===== src/design/tpu_consts.svh =====
`ifndef TPU_CONSTS_SVH
`define TPU_CONSTS_SVH

// ======================================================================
// Array geometry and datapath widths
// ======================================================================
`define TPU_SA_N          4     // Array side, also lanes per word
`define TPU_DATA_W        8     // One int8 lane
`define TPU_ACC_W         32    // Accumulator width
`define TPU_WORD_W        32    // Host and tensor word

// ======================================================================
// Memory depths and tile sequencing
// ======================================================================
`define TPU_TENSOR_DEPTH  64    // Words per ping-pong buffer
`define TPU_WEIGHT_DEPTH  64    // Weight words
`define TPU_K_MAX         16    // Longest tile in feed steps
`define TPU_DRAIN_CYCLES  8     // Skew plus propagation flush after last feed
`define TPU_TARGET_W      2     // Host target selector

`endif


===== src/design/tpu_pkg.sv =====
`include "tpu_consts.svh"

package tpu_pkg;

    // One int8 operand lane
    typedef logic signed [`TPU_DATA_W-1:0] lane_t;

    // Four lanes packed into one word, lane 0 in the low byte
    typedef lane_t [`TPU_SA_N-1:0] lanes_t;

    // Accumulator and bias value
    typedef logic signed [`TPU_ACC_W-1:0] acc_t;

    // Host word, either four int8 lanes or one int32 bias
    typedef union packed {
        lanes_t lanes;  // Tensor and weight data
        acc_t   acc;    // Bias data
    } host_word_u;

    // Where a host write lands
    typedef enum logic [`TPU_TARGET_W-1:0] {
        BUF_A  = 2'd0,
        BUF_B  = 2'd1,
        WEIGHT = 2'd2,
        BIAS   = 2'd3
    } host_target_e;

endpackage


===== src/design/result_writeback.sv =====
`timescale 1ns/1ps
`include "tpu_consts.svh"

module result_writeback (
    input  logic             clk,
    input  logic             rst_n,
    input  logic             wb_en,
    input  logic [1:0]       wb_row,
    input  tpu_pkg::acc_t    row_acc [`TPU_SA_N],
    output logic             res_valid,
    output logic [1:0]       res_row,
    output tpu_pkg::lanes_t  res_word
);

    tpu_pkg::lanes_t packed_row;

    // Clamp each column to int8, lane j is column j
    always_comb begin
        for (int j = 0; j < `TPU_SA_N; j++) begin
            if (row_acc[j] > 32'sd127)
                packed_row[j] = 8'sd127;
            else if (row_acc[j] < -32'sd128)
                packed_row[j] = -8'sd128;
            else
                packed_row[j] = row_acc[j][`TPU_DATA_W-1:0];
        end
    end

    always_ff @(posedge clk or negedge rst_n) begin
        if (!rst_n)
            res_valid <= 1'b0;
        else
            res_valid <= wb_en;
    end

    // Row index and word travel with res_valid
    always_ff @(posedge clk) begin
        if (wb_en) begin
            res_row  <= wb_row;
            res_word <= packed_row;
        end
    end

endmodule


===== config.mk =====
export PLATFORM = sky130hd
export DESIGN_NAME = result_writeback
export DESIGN_NICKNAME = d
export VERILOG_FILES = /design/src/design/tpu_pkg.sv /design/src/design/result_writeback.sv
export VERILOG_INCLUDE_DIRS = /design/src /design/src/design
export SDC_FILE = /design/constraint.sdc
export NUM_CORES = 1
export LEC_CHECK = 0
export ABC_AREA = 0
export BUFFER_PORTS_ARGS = -buffer_cell sky130_fd_sc_hd__clkbuf_2
export CAP_MARGIN = 20
export CELL_PAD_IN_SITES_DETAIL_PLACEMENT = 1
export CELL_PAD_IN_SITES_GLOBAL_PLACEMENT = 1
export CORE_ASPECT_RATIO = 1.4
export CORE_UTILIZATION = 29
export CTS_BUF_LIST = sky130_fd_sc_hd__clkbuf_8
export CTS_CLUSTER_SIZE = 14
export DETAILED_ROUTE_END_ITERATION = 8
export PLACE_DENSITY_LB_ADDON = 0.1
export SLEW_MARGIN = 10
export SYNTH_ARGS = -nofsm -noshare
export SYNTH_HDL_FRONTEND = slang
export SYNTH_SLANG_ARGS = --single-unit

===== constraint.sdc =====
create_clock -name clk -period 0.8 [get_ports clk]
set_input_delay 0.08 -clock clk [delete_from_list [all_inputs] [get_ports clk]]
set_output_delay 0.08 -clock clk [all_outputs]
set_load 0.005 [all_outputs]

==> summary.md <==
| Metric | Value |
|---|---|
| Filler cell count | `685` |
| GRT Overall Usage | `18.1%` |
| Slew Limit Fails | `0` |
| Post-layout util | `58.8%` |
| Die width | `70.6 um` |
| Crit share post-route | `143%` |
| Hpwl dp | `5140 um` |
| Worst-path clk slew | `0.08 ns` |
| Vias in the first global route | `2208` |
| Via count | `2321` |
| Final ANT Viol Nets | `0` |
| RSZ-0062 raised after global routing | `yes` |
| Number of cell rows | `34` |
| Crit Path Class | `in -> reg` |
| Max Root-Sink Buffers | `2` |
| Hold Startpoint | `row_acc[36]` |
| Drt pass-1 iters | `6` |
| Total die area | `6930 um^2` |
| Final setup viols | `63` |
| First-pass GRT wire length | `9840 um` |
| Synth Instances | `163` |
| Clock sinks | `35` |
| Inserted Clock Buffers | `5` |
| H-tree Lvls | `2` |
| Hold EP | `res_word[20]` |
| Rel. slew slack | `77.4%` |
| Share of cells above drive strength 1 | `73.4%` |
| Post-Syn Area | `1910 um^2` |
| Worst slew pin tran | `0.336 ns` |
| Number of synthesized register bits | `35` |
| Sequential Area | `1050 um^2` |
| IO Port Bufs | `167` |
| Pwr per Cell Area | `1190 nW/um^2` |
| Synth-to-Final Area Change | `93.7%` |
| Failing checks | `DRC, setup timing` |
| Placement-stage cell area | `2880 um^2` |
| RePlAce Congestion | `0.763` |
| Synth Net Count | `296` |
| Static Leak | `1.49 nW` |
| Fmax | `872 MHz` |
| Share of the yosys chip area belonging to registers | `54.7%` |
| CTS tree | `built` |
| Fin nets | `478` |
| Min cycle time layout | `1.15 ns` |
| Worst-path maximum fanout | `7` |
| VDD IR-drop max | `651 uV` |
| Critical path launch point type | `primary input` |
| Ys Warns | `0` |
| Max Cap Viol | `0` |
| Worst setup margin | `-0.347 ns` |
| Area of the core | `6300 um^2` |
| Worst hold path depth | `2` |
| Avg WL per Cell | `17.3 um` |
| Worst path required time | `0.94 ns` |
| Largest net degree at the start of global routing | `20` |
| Crit end category | `flip-flop` |
| Final count of hold timing violations | `0` |
| Multi-input combinational cell area | `1250 um^2` |
| Starting density of the core | `30.4%` |
| Initial DRC Count | `35` |
| DRC Markers | `14` |
| Worst hold path type | `in -> reg` |
| Die height | `98.1 um` |
| Syn Area/Cell | `11.7 um^2` |
| N_diodes | `0` |
| Post-synth cell types | `10` |
| Overflow left after global routing | `0` |
| Setup TNS | `-10.66 ns` |
| CP Data Arrival Time | `1.29 ns` |
| Final WL | `7250 um` |
| I/O Pins | `168` |
| CTS Root Buffer Type | `clkbuf_8` |
| Cell area after layout | `3700 um^2` |
| DR vias/cell | `5.55` |
| Initial antenna violation count | `0` |
| Outcome | `finished with violations` |
layout by cell type, fill, tap and decap left out:
master / count
buf_12: 4
buf_2: 3
buf_4: 9
buf_6: 35
clkbuf_2: 129
clkbuf_8: 5
clkinv_2: 1
clkinvlp_4: 1
dfrtp_1: 1
dlygate4sd3_1: 3
edfxtp_1: 34
inv_1: 1
nand2_1: 2
nand2_2: 2
nand4_1: 28
nor3_1: 9
nor3_2: 15
nor3_4: 8
nor4_1: 13
nor4_2: 8
nor4_4: 3
o2bb2ai_1: 1
o2bb2ai_2: 25
o2bb2ai_4: 2
or4_4: 4
worst max path at each step:
| stage | to | cells past startpoint | from |
|---|---|---|---|
| finish | res_word[26] | 6 | row_acc[16] |
| CTS | res_word[12] | 6 | row_acc[90] |
| global route | res_word[5] | 6 | row_acc[114] |
| detailed placement | res_word[12] | 5 | row_acc[75] |
| global placement | res_word[11] | 5 | row_acc[75] |
| floorplan | res_word[0] | 4 | row_acc[107] |
metal layers:
metal	share of wire, %	track usage (%)	vias up
met2	58	34.7	107
met5	0	0	-
met1	33	19.3	1108
met4	3.7	7.38	0
met3	5.4	3.20	22
li1	-	-	1084
area by class of cell:
cell class,count,share of cell area (%)
flip-flops and latches,35,28.2
clock inverters,3,0.439
well taps,72,2.43
multi-input cells,120,33.8
clock buffers,5,1.86
repair buffers,183,33.3
state kept, by name, summed over array words and instances, names as in the netlist:
signal	count
res_row	2
res_valid	1
res_word	32
synth_stat cells:
cell type / count / share of area (%)
clkbuf_1: 8 / 1.6
dfrtp_1: 1 / 1.3
edfxtp_1: 34 / 53
nand2_1: 4 / 0.79
nand4_1: 28 / 9.2
nor3_1: 28 / 7.3
nor3_4: 4 / 3.4
nor4_1: 24 / 7.9
o2bb2ai_1: 28 / 13
or4_4: 4 / 2.4
worst max-delay path: stages:
cell	delay, ns
buf_6	0.07
nand4_1	0.10
or4_4	0.55
nor3_4	0.23
buf_12	0.15
o2bb2ai_1	0.10
repair_timing:
item                                   4_1_cts  5_1_grt
hold buffers                                 3        0
setup endpoints to repair                   63       63
pin swaps                                    6       25
gates resized for setup                     16      104
endpoints found under the hold margin        3        0
setup buffers                                4        3
cell families after synthesis:
kind of cell / Yosys count / share of synthesized area, %
flops: 35 / 54.7
simple gates: 92 / 30.9
compound gates: 28 / 12.8
buf+inv: 8 / 1.57
power breakdown:
group	total (W)	leakage, nW	switching, W	internal [W]
logic	0.000963	1.10	0.000443	0.000519
registers	0.00220	0.344	0.0000360	0.00217
clock network	0.00123	0.0453	0.000634	0.000595
through the flow:
step | hold slack, ns | worst slack [ns] | power, W | instances
final | 0.0836 | -0.347 | 0.00440 | 418
after global routing | 0.0855 | -0.402 | 0.00459 | 418
after CTS | 0.0782 | -0.338 | 0.00424 | 415
after detailed placement | -0.144 | -0.642 | 0.00298 | 400
after global placement | -0.145 | -0.612 | 0.00296 | 400
after floorplan | -0.216 | -0.390 | 0.00237 | 163
Power figures use the tool's default switching activity.
