`config.mk`:
```
export PLATFORM = sky130hd
export DESIGN_NAME = weight_store_flat
export DESIGN_NICKNAME = d
export VERILOG_FILES = /design/src/design/tpu_pkg.sv /design/src/design/tpu_if.sv /design/src/design/weight_store.sv /design/src/flat_wrapper.sv
export VERILOG_INCLUDE_DIRS = /design/src /design/src/design
export SDC_FILE = /design/constraint.sdc
export NUM_CORES = 2
export LEC_CHECK = 0
export BUFFER_PORTS_ARGS = -buffer_cell sky130_fd_sc_hd__buf_2
export CELL_PAD_IN_SITES_DETAIL_PLACEMENT = 1
export CELL_PAD_IN_SITES_GLOBAL_PLACEMENT = 1
export CORE_MARGIN = 5
export CORE_UTILIZATION = 50
export DETAILED_ROUTE_END_ITERATION = 10
export PLACE_DENSITY_LB_ADDON = 0.1
export SKIP_CTS_REPAIR_TIMING = 1
export SLEW_MARGIN = 20
export SYNTH_ARGS = -nofsm -noshare
export SYNTH_HDL_FRONTEND = slang
export SYNTH_SLANG_ARGS = --single-unit
```
`constraint.sdc`:
```
create_clock -name clk -period 4.5 [get_ports clk]
set_clock_uncertainty 0.15 [all_clocks]
set_input_delay 0.45 -clock clk [delete_from_list [all_inputs] [get_ports clk]]
set_output_delay 0.45 -clock clk [all_outputs]
set_load 0.03 [all_outputs]
```
`src/design/tpu_consts.svh`:
```
`ifndef TPU_CONSTS_SVH
`define TPU_CONSTS_SVH

// ======================================================================
// Array geometry and datapath widths
// ======================================================================
`define TPU_SA_N          4     // Array side, also lanes per word
`define TPU_DATA_W        8     // One int8 lane
`define TPU_ACC_W         32    // Accumulator width
`define TPU_WORD_W        32    // Host and tensor word

// ======================================================================
// Memory depths and tile sequencing
// ======================================================================
`define TPU_TENSOR_DEPTH  64    // Words per ping-pong buffer
`define TPU_WEIGHT_DEPTH  64    // Weight words
`define TPU_K_MAX         16    // Longest tile in feed steps
`define TPU_DRAIN_CYCLES  8     // Skew plus propagation flush after last feed
`define TPU_TARGET_W      2     // Host target selector

`endif

```
`src/design/tpu_pkg.sv`:
```
`include "tpu_consts.svh"

package tpu_pkg;

    // One int8 operand lane
    typedef logic signed [`TPU_DATA_W-1:0] lane_t;

    // Four lanes packed into one word, lane 0 in the low byte
    typedef lane_t [`TPU_SA_N-1:0] lanes_t;

    // Accumulator and bias value
    typedef logic signed [`TPU_ACC_W-1:0] acc_t;

    // Host word, either four int8 lanes or one int32 bias
    typedef union packed {
        lanes_t lanes;  // Tensor and weight data
        acc_t   acc;    // Bias data
    } host_word_u;

    // Where a host write lands
    typedef enum logic [`TPU_TARGET_W-1:0] {
        BUF_A  = 2'd0,
        BUF_B  = 2'd1,
        WEIGHT = 2'd2,
        BIAS   = 2'd3
    } host_target_e;

endpackage

```
`src/design/tpu_if.sv`:
```
`timescale 1ns/1ps
`include "tpu_consts.svh"

// Host write bus, one write per cycle, no response
interface host_wr_if;

    logic                                   en;      // Write strobe
    tpu_pkg::host_target_e                  target;  // Which store takes the word
    logic [$clog2(`TPU_TENSOR_DEPTH)-1:0]   addr;    // Word address, bias column in 1:0
    tpu_pkg::host_word_u                    data;    // Lanes or int32 view

    modport source (output en, output target, output addr, output data);
    modport sink   (input  en, input  target, input  addr, input  data);

endinterface

```
`src/design/weight_store.sv`:
```
`timescale 1ns/1ps
`include "tpu_consts.svh"

module weight_store (
    input  logic             clk,
    input  logic             rst_n,
    host_wr_if.sink          host,
    input  logic [5:0]       w_base,
    input  logic             ptr_reset,
    input  logic             rd_en,
    output tpu_pkg::lanes_t  rd_lanes,
    output logic             rd_valid,
    output tpu_pkg::acc_t    bias [`TPU_SA_N]
);

    localparam int ADDR_W = $clog2(`TPU_WEIGHT_DEPTH);

    tpu_pkg::lanes_t   mem [`TPU_WEIGHT_DEPTH];    // One word per k step
    logic [ADDR_W-1:0] w_ptr;

    // Pointer starts at the tile's weight base
    always_ff @(posedge clk or negedge rst_n) begin
        if (!rst_n) begin
            w_ptr    <= '0;
            rd_valid <= 1'b0;
        end else begin
            rd_valid <= rd_en;
            if (ptr_reset)
                w_ptr <= w_base;
            else if (rd_en)
                w_ptr <= w_ptr + 1'b1;
        end
    end

    // ======================================================================
    // Weight RAM and bias registers
    // ======================================================================
    always_ff @(posedge clk) begin
        if (rd_en)
            rd_lanes <= mem[w_ptr];
        if (host.en && host.target == tpu_pkg::WEIGHT)
            mem[host.addr] <= host.data.lanes;
        if (host.en && host.target == tpu_pkg::BIAS)
            bias[host.addr[1:0]] <= host.data.acc;  // int32 view of the word
    end

endmodule

```
`src/flat_wrapper.sv`:
```
// flat-port wrapper written by rule: the top's interface ports become plain ports
module weight_store_flat 
  (clk, rst_n, w_base, ptr_reset, rd_en, rd_lanes, rd_valid, bias, host_en, host_target, host_addr, host_data);
  host_wr_if host_i ();
  input  logic clk;
  input  logic rst_n;
  input  logic [5:0] w_base;
  input  logic ptr_reset;
  input  logic rd_en;
  output tpu_pkg::lanes_t rd_lanes;
  output logic rd_valid;
  output tpu_pkg::acc_t bias[`TPU_SA_N];
  input wire logic [$bits(host_i.en)-1:0] host_en;
  input wire logic [$bits(host_i.target)-1:0] host_target;
  input wire logic [$bits(host_i.addr)-1:0] host_addr;
  input wire logic [$bits(host_i.data)-1:0] host_data;
  assign host_i.en = host_en;
  assign host_i.target = host_target;
  assign host_i.addr = host_addr;
  assign host_i.data = host_data;
  weight_store u_core (.clk(clk), .rst_n(rst_n), .host(host_i), .w_base(w_base), .ptr_reset(ptr_reset), .rd_en(rd_en), .rd_lanes(rd_lanes), .rd_valid(rd_valid), .bias(bias));
endmodule
```
==> impl_metrics.csv <==
group,metric,value,unit
finish,num-nets-final,4197,
cts,ctsHtreeMaxLevel,4,
synthesis,ys_seq_elements,2215,
min_path,kind_of_path_behind_the_tightest_hold_check,"in -> reg",
worst_setup_path,worst-endpoint-arrival,4670,ps
finish,final_design_area_no_fill,96780,um2
status,outcome,"finished clean",
synthesis,seq_area_frac_synth,79.61,%
flow_run,max_cap_violations,0,
sta,fmax,243.8,MHz
worst_setup_path,setup.worst_path.class,"reg -> reg",
grt,grt_overflow,0,
synthesis,synth_flop_cell,"edfxtp_1",
sta,slew-limit-headroom,14.72,%
placed_design,instance_area_after_placement,89620,um2
cts,cts_made_buffers,220,
worst_setup_path,cp_data_required_time,5070,ps
synthesis,syn_inst,3608,
sta,timing_hold_violations_final,0,
detailed_routing,detail_route.first_pass.iterations,5,
synthesis,synth-edff-count,2208,
cts,clk_transition_reported_paths,60,ps
worst_setup_path,critPathLaunchType,"register",
cts,clock_tree.root_cell,"clkbuf_16",
pwr,power_density,466.8,nW/um2
floorplan,ios,212,
synthesis,yosysWarningCount,0,
synthesis,average_cell_area_after_synthesis,23.14,um2
detailed_routing,avgViaCountPerCell,6.428,
worst_setup_path,crit_path_max_fanout,38,
grt,groute.usage.overall,29.16,%
detailed_routing,wl_per_cell,38.79,um
sta,final.period_utilization,91.15,%
grt,grt_pass1_wl,352300,um
sta,post_route_minimum_period,4102,ps
grt,grt_antenna_before_repair,24,
floorplan,initial_utilization,50.11,%
grt,grt_max_degree,73,
detailed_routing,dr_vias,42040,
synthesis,synthesis.nets,3660,
floorplan,fp.dieW,418.7,um
floorplan,floorplan.rows,150,
cts,cts_tree,"done",
sta,maxSlewViolCount,0,
detailed_routing,routed_wl,253700,um
worst_setup_path,worst_r2r_path_depth,7,
sta,rsz0062_at_grt,"false",
sta,setup_viol_count_final,0,
cts,cts.sink_count,2215,
worst_setup_path,worstSetupEndpointType,"register",
grt,grt_pass1_vias,43700,
synthesis,postSynth.asyncResetShare,0.3160,%
finish,area_growth,15.90,%
finish,layout-drive-gt1-share,31.88,%
placed_design,buffer_ports.inserted,211,
pwr,leakage,30.84,nW
pwr,vdd.ir_drop.worst,0.3364,mV
cts,clockBufferDepth,3,
detailed_routing,first_iter_violations,5533,
detailed_routing,drt_drc_violations_left,0,
min_path,min_path_cells,1,
sta,setup_tns,0,ps
synthesis,netlist-cell-type-count,56,
floorplan,overall_die_area,175300,um2
detailed_routing,drt.antenna.violating_nets,0,
synthesis,synth_area,83510,um2
placed_design,gp_congestion,0.8315,
sta,worst_pin_slew,1266,ps
floorplan,floorplan.core_area,166700,um2
cts,clk_latency,870,ps
floorplan,chipHeight,418.7,um
placed_design,dpl.hpwl,155000,um
==> path summary, 6_finish.rpt <==
| path | slack, ps | startpoint | end |
|---|---|---|---|
| min in group asynchronous | 510 | rst_n | u_core.w_ptr[3] |
| min | 6 | host_data[20] | u_core.bias[116] |
| max in group asynchronous | 3350 | rst_n | u_core.w_ptr[4] |
| min reg2reg | 810 | u_core.mem[14][14] | u_core.rd_lanes[14] |
| max | 400 | u_core.w_ptr[0] | u_core.rd_lanes[30] |
| max reg2reg | 400 | u_core.w_ptr[0] | u_core.rd_lanes[30] |
==> power by group <==
part / leakage, nW / switching [W] / total [W] / internal (W)
clock network: 3.34 / 0.00774 / 0.0175 / 0.00981
registers: 20.0 / 0.000191 / 0.0230 / 0.0228
logic: 7.55 / 0.00280 / 0.00460 / 0.00179
total: 30.8 / 0.0107 / 0.0452 / 0.0344
==> routing by layer <==
| metal | part of all wire, % | global-route usage (%) | up-vias | routed length [um] |
|---|---|---|---|---|
| li1 | - | - | 16480 | - |
| met1 | 39 | 39.95 | 22960 | 98180 |
| met2 | 49 | 47.32 | 2195 | 124100 |
| met3 | 8.4 | 5.568 | 394 | 21390 |
| met4 | 3.9 | 10.74 | 10 | 9946 |
| met5 | 0.022 | 0 | - | 57 |
==> registers in the layout, summed over array words and instances, names as in the netlist <==
register,cells
u_core.mem,2048
u_core.w_ptr,6
u_core.bias,128
u_core.rd_valid,1
u_core.rd_lanes,32
==> cell families (layout without fill, tap and decap cells) <==
logic type	count (synthesis)	count (layout)	share of synthesized area, %
other cells	0	7	0
buf+inv	198	919	1.190
mux	705	705	15.76
compound gates	254	254	2.185
simple gates	230	230	1.190
xor+xnor	5	5	0.05245
flops	2215	2215	79.61
fa+ha+maj	1	1	0.01498
==> cell usage after synthesis, types with 4 or more instances <==
cell type / n / area share, %
edfxtp_1: 2208 / 79
mux4_2: 486 / 13
mux2i_1: 202 / 2.4
nor2_1: 125 / 0.56
clkbuf_1: 76 / 0.34
o22ai_1: 60 / 0.45
buf_2: 59 / 0.35
nand2_1: 55 / 0.25
o21ai_0: 32 / 0.19
buf_4: 25 / 0.22
a21oi_1: 24 / 0.14
buf_1: 24 / 0.11
a2111oi_0: 22 / 0.23
a211o_1: 20 / 0.21
o221ai_1: 19 / 0.20
mux2_2: 17 / 0.23
a211oi_1: 13 / 0.12
a22oi_1: 11 / 0.099
buf_6: 11 / 0.15
o32ai_1: 10 / 0.10
nor2b_1: 9 / 0.067
nand3_1: 8 / 0.048
a221oi_1: 7 / 0.073
dfrtp_1: 7 / 0.21
a31o_2: 6 / 0.063
and3_1: 6 / 0.045
nand2b_1: 5 / 0.037
nor3_1: 5 / 0.030
nand3b_1: 4 / 0.036
o211ai_1: 4 / 0.036
o31ai_1: 4 / 0.036
==> final cells by class <==
cell class | instances | area (um2)
Multi-Input combinational cell | 1195 | 16610
Fill cell | 13850 | 69880
Clock inverter | 119 | 964.7
Timing Repair Buffer | 510 | 4076
Sequential cell | 2215 | 66500
Antenna cell | 7 | 17.52
Clock buffer | 287 | 5839
Inverter | 3 | 11.26
Tap cell | 2204 | 2758
==> critical path: stages (launching register included) <==
cell and delay (ps):
dfrtp_4 860, buf_12 370, nand3b_2 510, buf_12 360, o221ai_1 210, a21oi_1 160
o21ai_0 1070, a32o_1 230
==> per-stage QoR <==
stage	hold WS [ps]	total power [W]	instances	worst slack, ps	util, %
finish	6.496	0.04518	6540	398.2	58.07
floorplan	4.409	0.02586	3608	839.7	-
CTS	-763.4	0.04541	6502	375.3	57.86
global placement	163.9	0.02794	6095	37.80	53.75
detailed placement	167.0	0.02803	6096	462.6	53.77
global route	6.137	0.04659	6537	407.0	58.07
==> placed cells by master (no fill, tap or decap), types with 11 or more instances in the layout <==
master / count
edfxtp_1: 2208
mux4_2: 486
clkbuf_16: 222
buf_4: 216
buf_2: 209
mux2i_1: 202
nor2_4: 66
clkbuf_1: 61
o22ai_1: 60
nor2_1: 58
nand2_1: 55
buf_12: 54
clkinv_1: 47
clkinv_2: 43
dlygate4sd3_1: 30
a21oi_1: 23
o21ai_0: 23
a211o_1: 20
o221ai_1: 19
mux2_2: 17
a211oi_1: 13
bufinv_16: 12
a22oi_1: 11
a2111oi_0: 11
Power figures use the tool's default switching activity.
