$ cat config.mk
export PLATFORM = sky130hd
export DESIGN_NAME = tensor_buffers_flat
export DESIGN_NICKNAME = d
export VERILOG_FILES = /design/src/design/tpu_pkg.sv /design/src/design/tpu_if.sv /design/src/design/tensor_buffers.sv /design/src/flat_wrapper.sv
export VERILOG_INCLUDE_DIRS = /design/src /design/src/design
export SDC_FILE = /design/constraint.sdc
export NUM_CORES = 2
export LEC_CHECK = 0
export BUFFER_PORTS_ARGS = -buffer_cell sky130_fd_sc_hd__buf_2
export CORE_ASPECT_RATIO = 1.75
export CORE_MARGIN = 4
export CORE_UTILIZATION = 53
export CTS_CLUSTER_DIAMETER = 200
export CTS_CLUSTER_SIZE = 10
export DETAILED_ROUTE_END_ITERATION = 10
export GPL_TIMING_DRIVEN = 0
export PLACE_DENSITY = 0.78
export SETUP_SLACK_MARGIN = 0.15
export SYNTH_ARGS = -nofsm -noshare
export SYNTH_HDL_FRONTEND = slang
export SYNTH_SLANG_ARGS = --single-unit
$ cat constraint.sdc
create_clock -name clk -period 5.8 [get_ports clk]
set_input_delay 1.16 -clock clk [delete_from_list [all_inputs] [get_ports clk]]
set_output_delay 1.16 -clock clk [all_outputs]
set_load 0.02 [all_outputs]
$ cat src/design/tpu_consts.svh
`ifndef TPU_CONSTS_SVH
`define TPU_CONSTS_SVH

// ======================================================================
// Array geometry and datapath widths
// ======================================================================
`define TPU_SA_N          4     // Array side, also lanes per word
`define TPU_DATA_W        8     // One int8 lane
`define TPU_ACC_W         32    // Accumulator width
`define TPU_WORD_W        32    // Host and tensor word

// ======================================================================
// Memory depths and tile sequencing
// ======================================================================
`define TPU_TENSOR_DEPTH  64    // Words per ping-pong buffer
`define TPU_WEIGHT_DEPTH  64    // Weight words
`define TPU_K_MAX         16    // Longest tile in feed steps
`define TPU_DRAIN_CYCLES  8     // Skew plus propagation flush after last feed
`define TPU_TARGET_W      2     // Host target selector

`endif

$ cat src/design/tpu_pkg.sv
`include "tpu_consts.svh"

package tpu_pkg;

    // One int8 operand lane
    typedef logic signed [`TPU_DATA_W-1:0] lane_t;

    // Four lanes packed into one word, lane 0 in the low byte
    typedef lane_t [`TPU_SA_N-1:0] lanes_t;

    // Accumulator and bias value
    typedef logic signed [`TPU_ACC_W-1:0] acc_t;

    // Host word, either four int8 lanes or one int32 bias
    typedef union packed {
        lanes_t lanes;  // Tensor and weight data
        acc_t   acc;    // Bias data
    } host_word_u;

    // Where a host write lands
    typedef enum logic [`TPU_TARGET_W-1:0] {
        BUF_A  = 2'd0,
        BUF_B  = 2'd1,
        WEIGHT = 2'd2,
        BIAS   = 2'd3
    } host_target_e;

endpackage

$ cat src/design/tpu_if.sv
`timescale 1ns/1ps
`include "tpu_consts.svh"

// Host write bus, one write per cycle, no response
interface host_wr_if;

    logic                                   en;      // Write strobe
    tpu_pkg::host_target_e                  target;  // Which store takes the word
    logic [$clog2(`TPU_TENSOR_DEPTH)-1:0]   addr;    // Word address, bias column in 1:0
    tpu_pkg::host_word_u                    data;    // Lanes or int32 view

    modport source (output en, output target, output addr, output data);
    modport sink   (input  en, input  target, input  addr, input  data);

endinterface

$ cat src/design/tensor_buffers.sv
`timescale 1ns/1ps
`include "tpu_consts.svh"

module tensor_buffers (
    input  logic             clk,
    input  logic             rst_n,
    host_wr_if.sink          host,
    input  logic             src_sel,
    input  logic             ptr_reset,
    input  logic             rd_en,
    input  logic             res_valid,
    input  logic [1:0]       res_row,
    input  tpu_pkg::lanes_t  res_word,
    output tpu_pkg::lanes_t  rd_lanes,
    output logic             rd_valid
);

    localparam int ADDR_W = $clog2(`TPU_TENSOR_DEPTH);

    tpu_pkg::lanes_t   mem_a [`TPU_TENSOR_DEPTH];  // Ping buffer
    tpu_pkg::lanes_t   mem_b [`TPU_TENSOR_DEPTH];  // Pong buffer
    logic [ADDR_W-1:0] rd_ptr;                     // Shared read pointer
    logic              sel_q;                      // Buffer being read this tile

    // ======================================================================
    // Read side, pointer and source latch
    // ======================================================================
    always_ff @(posedge clk or negedge rst_n) begin
        if (!rst_n) begin
            rd_ptr   <= '0;
            sel_q    <= 1'b0;
            rd_valid <= 1'b0;
        end else begin
            rd_valid <= rd_en;                     // One cycle read latency
            if (ptr_reset) begin
                rd_ptr <= '0;
                sel_q  <= src_sel;                 // Held for the whole tile
            end else if (rd_en) begin
                rd_ptr <= rd_ptr + 1'b1;
            end
        end
    end

    always_ff @(posedge clk) begin
        if (rd_en)
            rd_lanes <= sel_q ? mem_b[rd_ptr] : mem_a[rd_ptr];
    end

    // ======================================================================
    // Write side, host and result writeback
    // ======================================================================
    always_ff @(posedge clk) begin
        if (host.en && host.target == tpu_pkg::BUF_A)
            mem_a[host.addr] <= host.data.lanes;
        if (host.en && host.target == tpu_pkg::BUF_B)
            mem_b[host.addr] <= host.data.lanes;
        // Results go to the buffer not being read
        if (res_valid && sel_q)
            mem_a[ADDR_W'(res_row)] <= res_word;
        if (res_valid && !sel_q)
            mem_b[ADDR_W'(res_row)] <= res_word;
    end

endmodule

$ cat src/flat_wrapper.sv
// flat-port wrapper written by rule: the top's interface ports become plain ports
module tensor_buffers_flat 
  (clk, rst_n, src_sel, ptr_reset, rd_en, res_valid, res_row, res_word, rd_lanes, rd_valid, host_en, host_target, host_addr, host_data);
  host_wr_if host_i ();
  input  logic clk;
  input  logic rst_n;
  input  logic src_sel;
  input  logic ptr_reset;
  input  logic rd_en;
  input  logic res_valid;
  input  logic [1:0] res_row;
  input  tpu_pkg::lanes_t res_word;
  output tpu_pkg::lanes_t rd_lanes;
  output logic rd_valid;
  input wire logic [$bits(host_i.en)-1:0] host_en;
  input wire logic [$bits(host_i.target)-1:0] host_target;
  input wire logic [$bits(host_i.addr)-1:0] host_addr;
  input wire logic [$bits(host_i.data)-1:0] host_data;
  assign host_i.en = host_en;
  assign host_i.target = host_target;
  assign host_i.addr = host_addr;
  assign host_i.data = host_data;
  tensor_buffers u_core (.clk(clk), .rst_n(rst_n), .host(host_i), .src_sel(src_sel), .ptr_reset(ptr_reset), .rd_en(rd_en), .res_valid(res_valid), .res_row(res_row), .res_word(res_word), .rd_lanes(rd_lanes), .rd_valid(rd_valid));
endmodule
==> flow_summary.yaml <==
power_and_ir_drop:
  seq_power_share: 0.510
  swShare: 0.245
  ir_worst_vdd_mv: 0.298
  power.leakage_uw: 0.0584
  clockPowerShare: 0.393
  intPower_uw: 49000
  total_power_uw: 64900
  power_density_nw_per_um2: 348
  switchingPower_uw: 15900
  power_frac_comb: 0.097
synth:
  syn_inst: 7805
  synth_edf_count: 4128
  muxShareOfSynthArea: 0.165
  ys_seq_elements: 4136
  synth_xor_area_frac: 0.000216
  synth_compound_area_frac: 0.0404
  yosys_warnings: 0
  yosysSeqAreaShare: 0.765
  syn_nets: 7887
  ys_types: 50
  netlist_area_um2: 162000
  avgSynthCellArea_um2: 20.8
  synth_top_family_by_area: "multiplexers"
  synth_fa_ha_area_frac: 0.0000771
  yosys.area_share.simple: 0.0107
  synth_ff_type: "edfxtp_1"
  synthArstFlopShare: 0.00193
setup_path:
  end_kind: "flip-flop"
  timing.rr.start: "u_core.rd_ptr[3]$_DFFE_PN0P_"
  setup.worst_path.class: "reg -> reg"
  r2r_end: "u_core.rd_lanes[27]$_DFFE_PP_"
  worstPathRequired_ns: 6.43
  worstPathArrival_ns: 6.85
  rr_worst_depth: 9
  path_max_fanout: 10
  r2r_slack_ns: -0.42
  startpoint_type: "flip-flop"
cells_and_area:
  layout.nets: 8678
  fin_area_um2: 186000
  final_common_cell: "edfxtp_1"
  drive_gt1_frac: 0.248
  area.growth.synth_to_final_pct: 14.7
  mostFrequentLayoutCells: "edfxtp_1, mux2i_1, mux4_2, clkbuf_16, mux2_2"
die:
  rows: 268
  core_um2: 305000
  die_area_um2: 316000
  die_h_um: 740
  ios: 114
  initial_core_util: 0.533
  die_x_um: 426
placed_design:
  dp_hpwl_mm: 478
  port_buffers: 103
  place_ws_ns: -0.511
  gp_congestion: 1.14
  post_dp_cell_area_um2: 174000
sta:
  tns_ns: -1.90
  fmax_mhz: 161
  finalSetupViolations: 11
  min_period_ns: 6.22
  slew_violations: 163
  tightest_slew_ns: 1.80
  skew_ns: 0.134
  hold-worst-slack_ns: 0.549
  period_share: 1.07
  slew_headroom: -0.202
  setup_ws_ns: -0.418
  hold_viol_final: 0
global_route:
  grt_max_degree: 113
  globalRouteMet3Util: 0.174
  globalRoute.totalOverflow: 0
  top_usage_layer: "met2"
  use_met1: 0.460
  antenna_found_initial: 113
  grt_pass1_wl_mm: 879
  grt_pass1_vias: 91600
  grtUsageMet2: 0.629
  grt_usage: 0.431
hold_path:
  hold_path_depth: 2
  min-delay-start: "res_word[9]"
  worstHoldEndpoint: "u_core.mem_a[0][9]$_DFFE_PP_"
  hp-class: "in -> reg"
detailed_routing:
  vias_per_cell: 7.57
  first_pass_iters: 11
  drt-total-wl_mm: 683
  drtAntennaViolNets: 0
  drcViolationCount: 1
  via_count: 96900
  drt_iter0_markers: 20100
  wl_per_cell_um: 53.3
clock_network:
  cts_tree: "done"
  worstSkewPairLatency_ns: 1.04
  htree_num_levels: 5
  cts-buffers-inserted: 455
  cts-root-buf: "clkbuf_16"
  post_cts_buffers: 0
  cts_sinks: 4136
  clk_pin_slew_ns: 0.06
  clockBufferDepth: 4
run_status:
  violations: "design-rule violations, max-capacitance violations, max-slew violations, negative setup slack"
  status: "finished, violations left"
run:
  cap_viol_max_count: 27
[how the worst max path moves through the flow]
stage	to	startpoint	cells after the start
6_report	u_core.rd_lanes[27]$_DFFE_PP_	u_core.rd_ptr[3]$_DFFE_PN0P_	9
2_1_floorplan	u_core.mem_a[1][0]$_DFFE_PP_	host_addr[5]	6
3_5_place_dp	u_core.rd_lanes[28]$_DFFE_PP_	u_core.rd_ptr[2]$_DFFE_PN0P_	9
3_3_place_gp	u_core.mem_b[3][17]$_DFFE_PP_	host_addr[1]	5
4_1_cts	u_core.rd_lanes[17]$_DFFE_PP_	u_core.rd_ptr[2]$_DFFE_PN0P_	9
5_1_grt	u_core.rd_lanes[27]$_DFFE_PP_	u_core.rd_ptr[3]$_DFFE_PN0P_	9
[sequential cells by signal (all words and copies together), names as in the netlist]
name             cells
u_core.mem_a      2048
u_core.mem_b      2048
u_core.rd_lanes     32
u_core.rd_ptr        6
u_core.rd_valid      1
u_core.sel_q         1
[worst max-delay path, stage by stage (launching register included)]
cell and delay [ns]:
dfrtp_1 0.31, buf_2 0.30, clkbuf_1 0.67, buf_2 0.66, clkbuf_1 1.22, a221oi_1 0.15
o21ai_0 0.32, nand3_1 1.06, a32oi_1 0.69, a21oi_1 0.32
[power by group through the flow]
stage | Sequential, µW | Clock (µW) | Combinational, µW
after CTS | 33100 | 25200 | 5890
after global placement | 33800 | 0 | 5570
final | 33100 | 25500 | 6300
after detailed placement | 33700 | 0 | 5850
after floorplan | 33700 | 0 | 2610
after global routing | 33100 | 26500 | 6150
[final cells by class]
class / instances / area (µm²)
clock buffers: 498 / 11700
fillers: 20400 / 119000
well taps: 4050 / 5070
flip-flops and latches: 4136 / 124000
plain buffers: 484 / 3000
diodes: 104 / 260
clock inverters: 18 / 404
multi-input cells: 3169 / 36300
inverters: 15 / 56.3
repair buffers: 335 / 5310
[per-stage QoR]
| stage | std cells | utilization |
|---|---|---|
| final | 12800 | 0.611 |
| after global placement | 12000 | 0.551 |
| after CTS | 12700 | 0.610 |
| after floorplan | 7805 | - |
| after global routing | 12700 | 0.610 |
| after detailed placement | 12200 | 0.570 |
[repair_timing]
action | 4_1_cts | 5_1_grt
gates cloned | 0 | 0
hold buffers | 1 | 0
setup endpoints to repair | 12 | 5
endpoints found under the hold margin | 2 | 0
resized for setup | 5 | 9
[synth_stat cells (37+ instances only)]
master,instances,share of area
nand2_1,157,0.0036
mux4_2,677,0.094
mux2_2,264,0.018
o22ai_1,73,0.0028
clkbuf_1,229,0.0053
buf_2,73,0.0023
mux2i_1,862,0.053
buf_4,54,0.0025
buf_6,62,0.0043
o21ai_0,240,0.0074
a21oi_1,87,0.0027
a22oi_1,75,0.0035
buf_1,37,0.00086
nor2_1,183,0.0042
edfxtp_1,4128,0.76
a211oi_1,73,0.0034
o211ai_1,73,0.0034
a221oi_1,177,0.0095
[cell families (layout without fill, tap and decap cells)]
logic type | count (synthesis) | count (layout)
XOR/XNOR | 4 | 4
adder cells (fa/ha/maj) | 1 | 1
AND/OR/NAND/NOR | 415 | 415
AO/OA/AOI/OAI | 946 | 946
multiplexers | 1803 | 1803
other | 0 | 104
flip-flops | 4136 | 4136
buffers and inverters | 500 | 1350
[per-layer routing]
metal / routed length [µm] / share of wire
met5: 142 / 0.00021
met2: 300000 / 0.44
met3: 99900 / 0.15
met1: 190000 / 0.28
met4: 93100 / 0.14
Note: power is estimated with default switching activity, not from simulation.
