**config.mk**
```make
export PLATFORM = sky130hd
export DESIGN_NAME = skew_feeder
export DESIGN_NICKNAME = d
export VERILOG_FILES = /design/src/design/tpu_pkg.sv /design/src/design/skew_feeder.sv
export VERILOG_INCLUDE_DIRS = /design/src /design/src/design
export SDC_FILE = /design/constraint.sdc
export NUM_CORES = 1
export LEC_CHECK = 0
export CAP_MARGIN = 10
export CORE_MARGIN = 2
export CORE_UTILIZATION = 36
export CTS_CLUSTER_SIZE = 10
export DETAILED_ROUTE_END_ITERATION = 8
export DONT_BUFFER_PORTS = 1
export PLACE_DENSITY = 0.46
export REMOVE_ABC_BUFFERS = 1
export SLEW_MARGIN = 0
export SYNTH_ARGS = -nofsm -noshare
export SYNTH_HDL_FRONTEND = slang
export SYNTH_SLANG_ARGS = --single-unit
export TNS_END_PERCENT = 1
```
**constraint.sdc**
```tcl
create_clock -name clk -period 0.8 [get_ports clk]
set_clock_uncertainty 0.1 [all_clocks]
set_input_delay 0.12 -clock clk [delete_from_list [all_inputs] [get_ports clk]]
set_output_delay 0.12 -clock clk [all_outputs]
set_load 0.01 [all_outputs]
```
**src/design/tpu_consts.svh**
```systemverilog
`ifndef TPU_CONSTS_SVH
`define TPU_CONSTS_SVH

// ======================================================================
// Array geometry and datapath widths
// ======================================================================
`define TPU_SA_N          4     // Array side, also lanes per word
`define TPU_DATA_W        8     // One int8 lane
`define TPU_ACC_W         32    // Accumulator width
`define TPU_WORD_W        32    // Host and tensor word

// ======================================================================
// Memory depths and tile sequencing
// ======================================================================
`define TPU_TENSOR_DEPTH  64    // Words per ping-pong buffer
`define TPU_WEIGHT_DEPTH  64    // Weight words
`define TPU_K_MAX         16    // Longest tile in feed steps
`define TPU_DRAIN_CYCLES  8     // Skew plus propagation flush after last feed
`define TPU_TARGET_W      2     // Host target selector

`endif

```
**src/design/tpu_pkg.sv**
```systemverilog
`include "tpu_consts.svh"

package tpu_pkg;

    // One int8 operand lane
    typedef logic signed [`TPU_DATA_W-1:0] lane_t;

    // Four lanes packed into one word, lane 0 in the low byte
    typedef lane_t [`TPU_SA_N-1:0] lanes_t;

    // Accumulator and bias value
    typedef logic signed [`TPU_ACC_W-1:0] acc_t;

    // Host word, either four int8 lanes or one int32 bias
    typedef union packed {
        lanes_t lanes;  // Tensor and weight data
        acc_t   acc;    // Bias data
    } host_word_u;

    // Where a host write lands
    typedef enum logic [`TPU_TARGET_W-1:0] {
        BUF_A  = 2'd0,
        BUF_B  = 2'd1,
        WEIGHT = 2'd2,
        BIAS   = 2'd3
    } host_target_e;

endpackage

```
**src/design/skew_feeder.sv**
```systemverilog
`timescale 1ns/1ps
`include "tpu_consts.svh"

module skew_feeder (
    input  logic             clk,
    input  logic             rst_n,
    input  tpu_pkg::lanes_t  in_lanes,
    input  logic             in_valid,
    output tpu_pkg::lanes_t  out_lanes
);

    tpu_pkg::lanes_t masked;

    // Zeros outside the feed window keep the accumulators still
    assign masked = in_valid ? in_lanes : '0;

    for (genvar i = 0; i < `TPU_SA_N; i++) begin : g_lane
        if (i == 0) begin : g_direct
            assign out_lanes[0] = masked[0];       // Lane 0 has no lag
        end else begin : g_delay
            tpu_pkg::lane_t chain [i];             // i stages for lane i

            always_ff @(posedge clk or negedge rst_n) begin
                if (!rst_n) begin
                    for (int s = 0; s < i; s++)
                        chain[s] <= '0;
                end else begin
                    chain[0] <= masked[i];
                    for (int s = 1; s < i; s++)
                        chain[s] <= chain[s-1];
                end
            end

            assign out_lanes[i] = chain[i-1];
        end
    end

endmodule

```
==> impl_metrics.tcl, run 1 <==
set metrics [dict create \
    dp_worst_setup_slack_ps 188 \
    drt-initial-drc-count 41 \
    die_width_um 71.4 \
    endpoint_kind "output port" \
    synth_top_family_by_area "simple AND/OR/NAND/NOR gates" \
    seq_area_frac_synth_pct 73.4 \
    placed_cells 132 \
    crit_type "reg2out" \
    core_um2 4350 \
    synthMuxAreaShare_pct 0 \
    synth_fa_ha_area_share_pct 0 \
    period_share_pct 117 \
    crit_cells 0 \
    r2r-end "out_lanes[17]" \
    cts_sinks 48 \
    antenna_cells 0 \
    status "complete, but fails checks" \
    nets 147 \
    synth_compound_area_share_pct 0 \
    cts_made_buffers 5 \
    hold_viol 48 \
    cts_buffer_depth 2 \
    endpoint "out_lanes[14]" \
    cp-start-kind "register" \
    whs_ps -587 \
    wl_um 2170 \
    cp_max_fo 1 \
    cts.htree.levels 2 \
    synth-seq-cells 48 \
    setup_ws_ps -136 \
    finalCriticalPeriod_ps 936 \
    drive_gt1_share_pct 34.5 \
    synth-xor-area-share_pct 0 \
    cts_tree "done" \
    area_growth_pct 14.1 \
    grt_usage_pct 9.65 \
    cap_viol_max_count 0 \
    antenna_found_initial 0 \
    worst-r2r-setup-slack_ps 220 \
    netlist_instances 107 \
    dieArea_um2 5100 \
    rsz0062_at_grt "true" \
    route.detailed.drc 0 \
    critPathArrivalTime_ps 720 \
    cts_setup_buffers 0 \
    grt_pass1_wl_um 3530 \
    grt-ovfl-total 0 \
    startpoint "g_lane[1].g_delay.chain[6]" \
    relSlewSlack_pct 84.3 \
    setup_viol 24 \
    fmax_mhz 1070 \
    ys_warn_count 0 \
    routabilityCongestion 0.672 \
    synth.avg_cell_area_um2 15.3 \
    drt-vias-per-instance 4.36 \
    layout_common_cells "dfrtp_1, and2_2, dlygate4sd3_1, clkbuf_8" \
    tightest_slew_ps 236 \
    synth-simple-area-share_pct 14.7 \
    port_buffers 0 \
    layout_commonest_cell "dfrtp_1" \
    wire_per_inst_um 13.2 \
    root_buffer "clkbuf_8" \
    synth.distinct_cells 4 \
    hold_path_class "in2async" \
    grt_pass1_vias 733 \
    ant_nets 0 \
    r2r_cells 0 \
    vdd_drop_max_mv 0.927 \
    die_y_um 71.4 \
    clock_latency_ps 290 \
    instances_no_fill 165 \
    power_density_nw_per_um2 2390 \
    rows 24 \
    vias 719 \
    grt_max_degree 49 \
    clk_pin_slew_ps 80 \
    hold_buffers 25 \
    ioPinCount 67 \
    r2r_start "g_lane[2].g_delay.chain[9]" \
    violations "hold timing, setup timing" \
    fin_total_pwr_mw 4.46 \
    slew_violations 0 \
    syn_area_um2 1640 \
    dr.pass1.iters 3 \
    start_util_pct 37.6 \
    tns_ps -2900 \
    leakagePower_nw 0.922 \
    cp.required_ps 580 \
]
[registers in the layout (all words and copies together), names as in the netlist]
| signal | cells |
|---|---|
| g_lane.g_delay.chain | 32 |
| out_lanes | 16 |
[kinds of logic (layout without fill, tap and decap cells)]
kind of cell	after synthesis	after routing
buf+inv	27	33
flops	48	48
simple gates	32	32
[routing by layer]
layer  GRT usage, %  up-vias  share of wire [%]
li1               -      303                  -
met2           15.4       51                 50
met1           9.75      358                 34
met4           5.45        0                3.1
met3           5.77        7                 12
met5              0        -                  0
[synthesized netlist by cell type]
cell	count	share of area, %
dfrtp_1	48	73
clkbuf_2	3	0.92
and2_2	32	15
buf_4	24	11
[report_power, final]
part	leakage, nW	switching [mW]	total (mW)	internal (mW)
logic	0.248	0.0479	0.187	0.139
clock network	0.0552	0.726	1.65	0.927
registers	0.619	0.0705	2.62	2.55
total	0.922	0.844	4.46	3.61
[per-stage QoR]
stage	hold slack [ps]	cell area, µm²	util, %
after floorplan	-276	1440	-
final	-587	1870	42.9
after detailed placement	-275	1510	34.6
after CTS	-596	1860	42.8
after global placement	-275	1510	34.6
after global routing	-610	1870	42.9
[area by class of cell]
class / count / area (µm²)
repair buffers: 25 / 253
well taps: 52 / 65.1
clock buffers: 6 / 72.6
flip-flops and latches: 48 / 1200
fillers: 398 / 2490
multi-input cells: 32 / 240
clock inverters: 2 / 35.0
[how the worst min path moves through the flow]
stage | start | to
3_3_place_gp | rst_n | g_lane[3].g_delay.chain[13]
3_5_place_dp | rst_n | out_lanes[31]
4_1_cts | rst_n | g_lane[1].g_delay.chain[5]
2_1_floorplan | rst_n | g_lane[1].g_delay.chain[0]
5_1_grt | rst_n | g_lane[2].g_delay.chain[9]
6_report | rst_n | out_lanes[21]
[what timing repair did]
item,4_1_cts,5_1_grt
setup endpoints to repair,24,29
pin swaps,0,0
endpoints found under the hold margin,72,48
gates resized for setup,0,1
Power figures use the tool's default switching activity.
==> run 2: changes to the inputs <==
==> constraint.sdc (replaced) <==
create_clock -name clk -period 0.8 [get_ports clk]
set_clock_uncertainty 0.1 [all_clocks]
set_input_delay 0.04 -clock clk [delete_from_list [all_inputs] [get_ports clk]]
set_output_delay 0.04 -clock clk [all_outputs]
set_load 0.01 [all_outputs]
==> run 2 against run 1 <==
- sequential power barely moved
- sequential cell count did not move
- core utilization rose by 0.43 points
- routed wire length fell by 0.23%
- power rose by 3.8%
- final area rose by 1.0%
- the run still ends with hold timing, setup timing left
- non-clock buffer count did not move
- clock power rose by 10%
- first-iteration DRC count fell by 17%
==> impl_metrics.tcl, run 2 (synthesis gave the netlist of run 1 again) <==
set metrics [dict create \
    hold_path_class "in2async" \
    grt_pass1_wl_um 3660 \
    fmax_mhz 1180 \
    cp-start-kind "register" \
    cp.required_ps 660 \
    setup_ws_ps -49.9 \
    die_y_um 71.4 \
    tightest_slew_ps 276 \
    drive_gt1_share_pct 35.4 \
    leakagePower_nw 0.929 \
    power_density_nw_per_um2 2450 \
    finalCriticalPeriod_ps 850 \
    post-route-util_pct 43.3 \
    antenna_found_initial 0 \
    cap_viol_max_count 0 \
    largest_reg_flops 32 \
    cp_max_fo 1 \
    drt-initial-drc-count 34 \
    rsz0062_at_grt "true" \
    whs_ps -663 \
    rows 24 \
    period_share_pct 106 \
    start_util_pct 37.6 \
    cts_made_buffers 5 \
    relSlewSlack_pct 81.6 \
    violations "hold timing, setup timing" \
    vdd_drop_max_mv 0.713 \
    wire_per_inst_um 13.1 \
    n_fill_cell 395 \
    cts_buffer_depth 2 \
    root_buffer "clkbuf_8" \
    cts.htree.levels 2 \
    tns_ps -892 \
    slew_violations 0 \
    drt-vias-per-instance 4.32 \
    cts_sinks 48 \
    status "complete, but fails checks" \
    cts_tree "done" \
    route.detailed.drc 0 \
    hold_viol 48 \
    grt_max_degree 49 \
    ant_nets 0 \
    endpoint_kind "output port" \
    dr.pass1.iters 4 \
    critPathArrivalTime_ps 710 \
    clk_pin_slew_ps 80 \
    grt_usage_pct 10.0 \
    setup_viol 24 \
    wl_um 2170 \
    nets 147 \
    die_width_um 71.4 \
    largest_register "g_lane.g_delay.chain" \
    antenna_cells 0 \
    port_buffers 0 \
    hold_buffers 25 \
    clock_latency_ps 290 \
    cts_setup_buffers 0 \
    vias 713 \
    grt-ovfl-total 0 \
    layout_commonest_cell "dfrtp_1" \
    dieArea_um2 5100 \
    grt_pass1_vias 767 \
    crit_type "reg2out" \
    area_growth_pct 15.2 \
    layout_common_cells "dfrtp_1, and2_2, dlygate4sd3_1, clkbuf_8" \
    routabilityCongestion 0.665 \
    ioPinCount 67 \
    core_um2 4350 \
]
run 2: changes by cell type in the layout (fill, tap and decap cells not counted):
| cell | before | now |
|---|---|---|
| clkbuf_8 | 5 | 7 |
| clkinv_2 | 1 | 0 |
| clkbuf_1 | 1 | 0 |
run 2: layout make-up:
class                   count  area, µm²  area share [%]
flip-flops and latches     48       1200            63.7
clock buffers               7       96.3            5.11
repair buffers             25        253            13.4
clock inverters             1       30.0            1.59
multi-input cells          32        240            12.7
well taps                  52       65.1            3.45
run 2: per-layer routing:
metal  track usage, %  part of all wire [%]  vias to the layer above
met5                0                     0                        -
met4             5.66                   2.9                        0
met3             5.49                    11                        6
met2             15.5                    48                       48
met1             10.8                    38                      356
li1                 -                     -                      303
run 2: final timing paths:
kind	start	endpoint	cells past startpoint	slack, ps
min in group clk	in_valid	out_lanes[3]	1	120
hold reg to reg	g_lane[3].g_delay.chain[12]	out_lanes[28]	0	250
max in group asynchronous	rst_n	out_lanes[16]	0	1180
hold / removal	rst_n	out_lanes[27]	0	-660
setup reg to reg	g_lane[2].g_delay.chain[14]	out_lanes[22]	0	220
setup / recovery	g_lane[1].g_delay.chain[6]	out_lanes[14]	0	-50
run 2: timing repair:
action,CTS,global route
endpoints found under the setup margin,24,30
gates resized for setup,0,1
pin swaps,0,0
cloned,0,0
endpoints found under the hold margin,72,48
run 2: stage by stage:
| stage | std cells | area, µm² | hold WS (ps) | setup WS [ps] | power, mW |
|---|---|---|---|---|---|
| final | 165 | 1890 | -663 | -49.9 | 4.63 |
| after global routing | 165 | 1890 | -686 | -83.4 | 4.81 |
| after CTS | 165 | 1880 | -678 | -68.1 | 4.71 |
| after detailed placement | 132 | 1510 | -355 | 228 | 2.76 |
| after global placement | 132 | 1510 | -355 | 243 | 2.76 |
| after floorplan | 80 | 1440 | -356 | 250 | 2.74 |
run 2: report_power, final:
part           leakage [nW]  internal [mW]  switching (mW)  total (mW)
logic                 0.246          0.139          0.0500       0.189
registers             0.619           2.55          0.0699        2.62
clock network        0.0645           1.10           0.719        1.82
total                 0.929           3.79           0.839        4.63
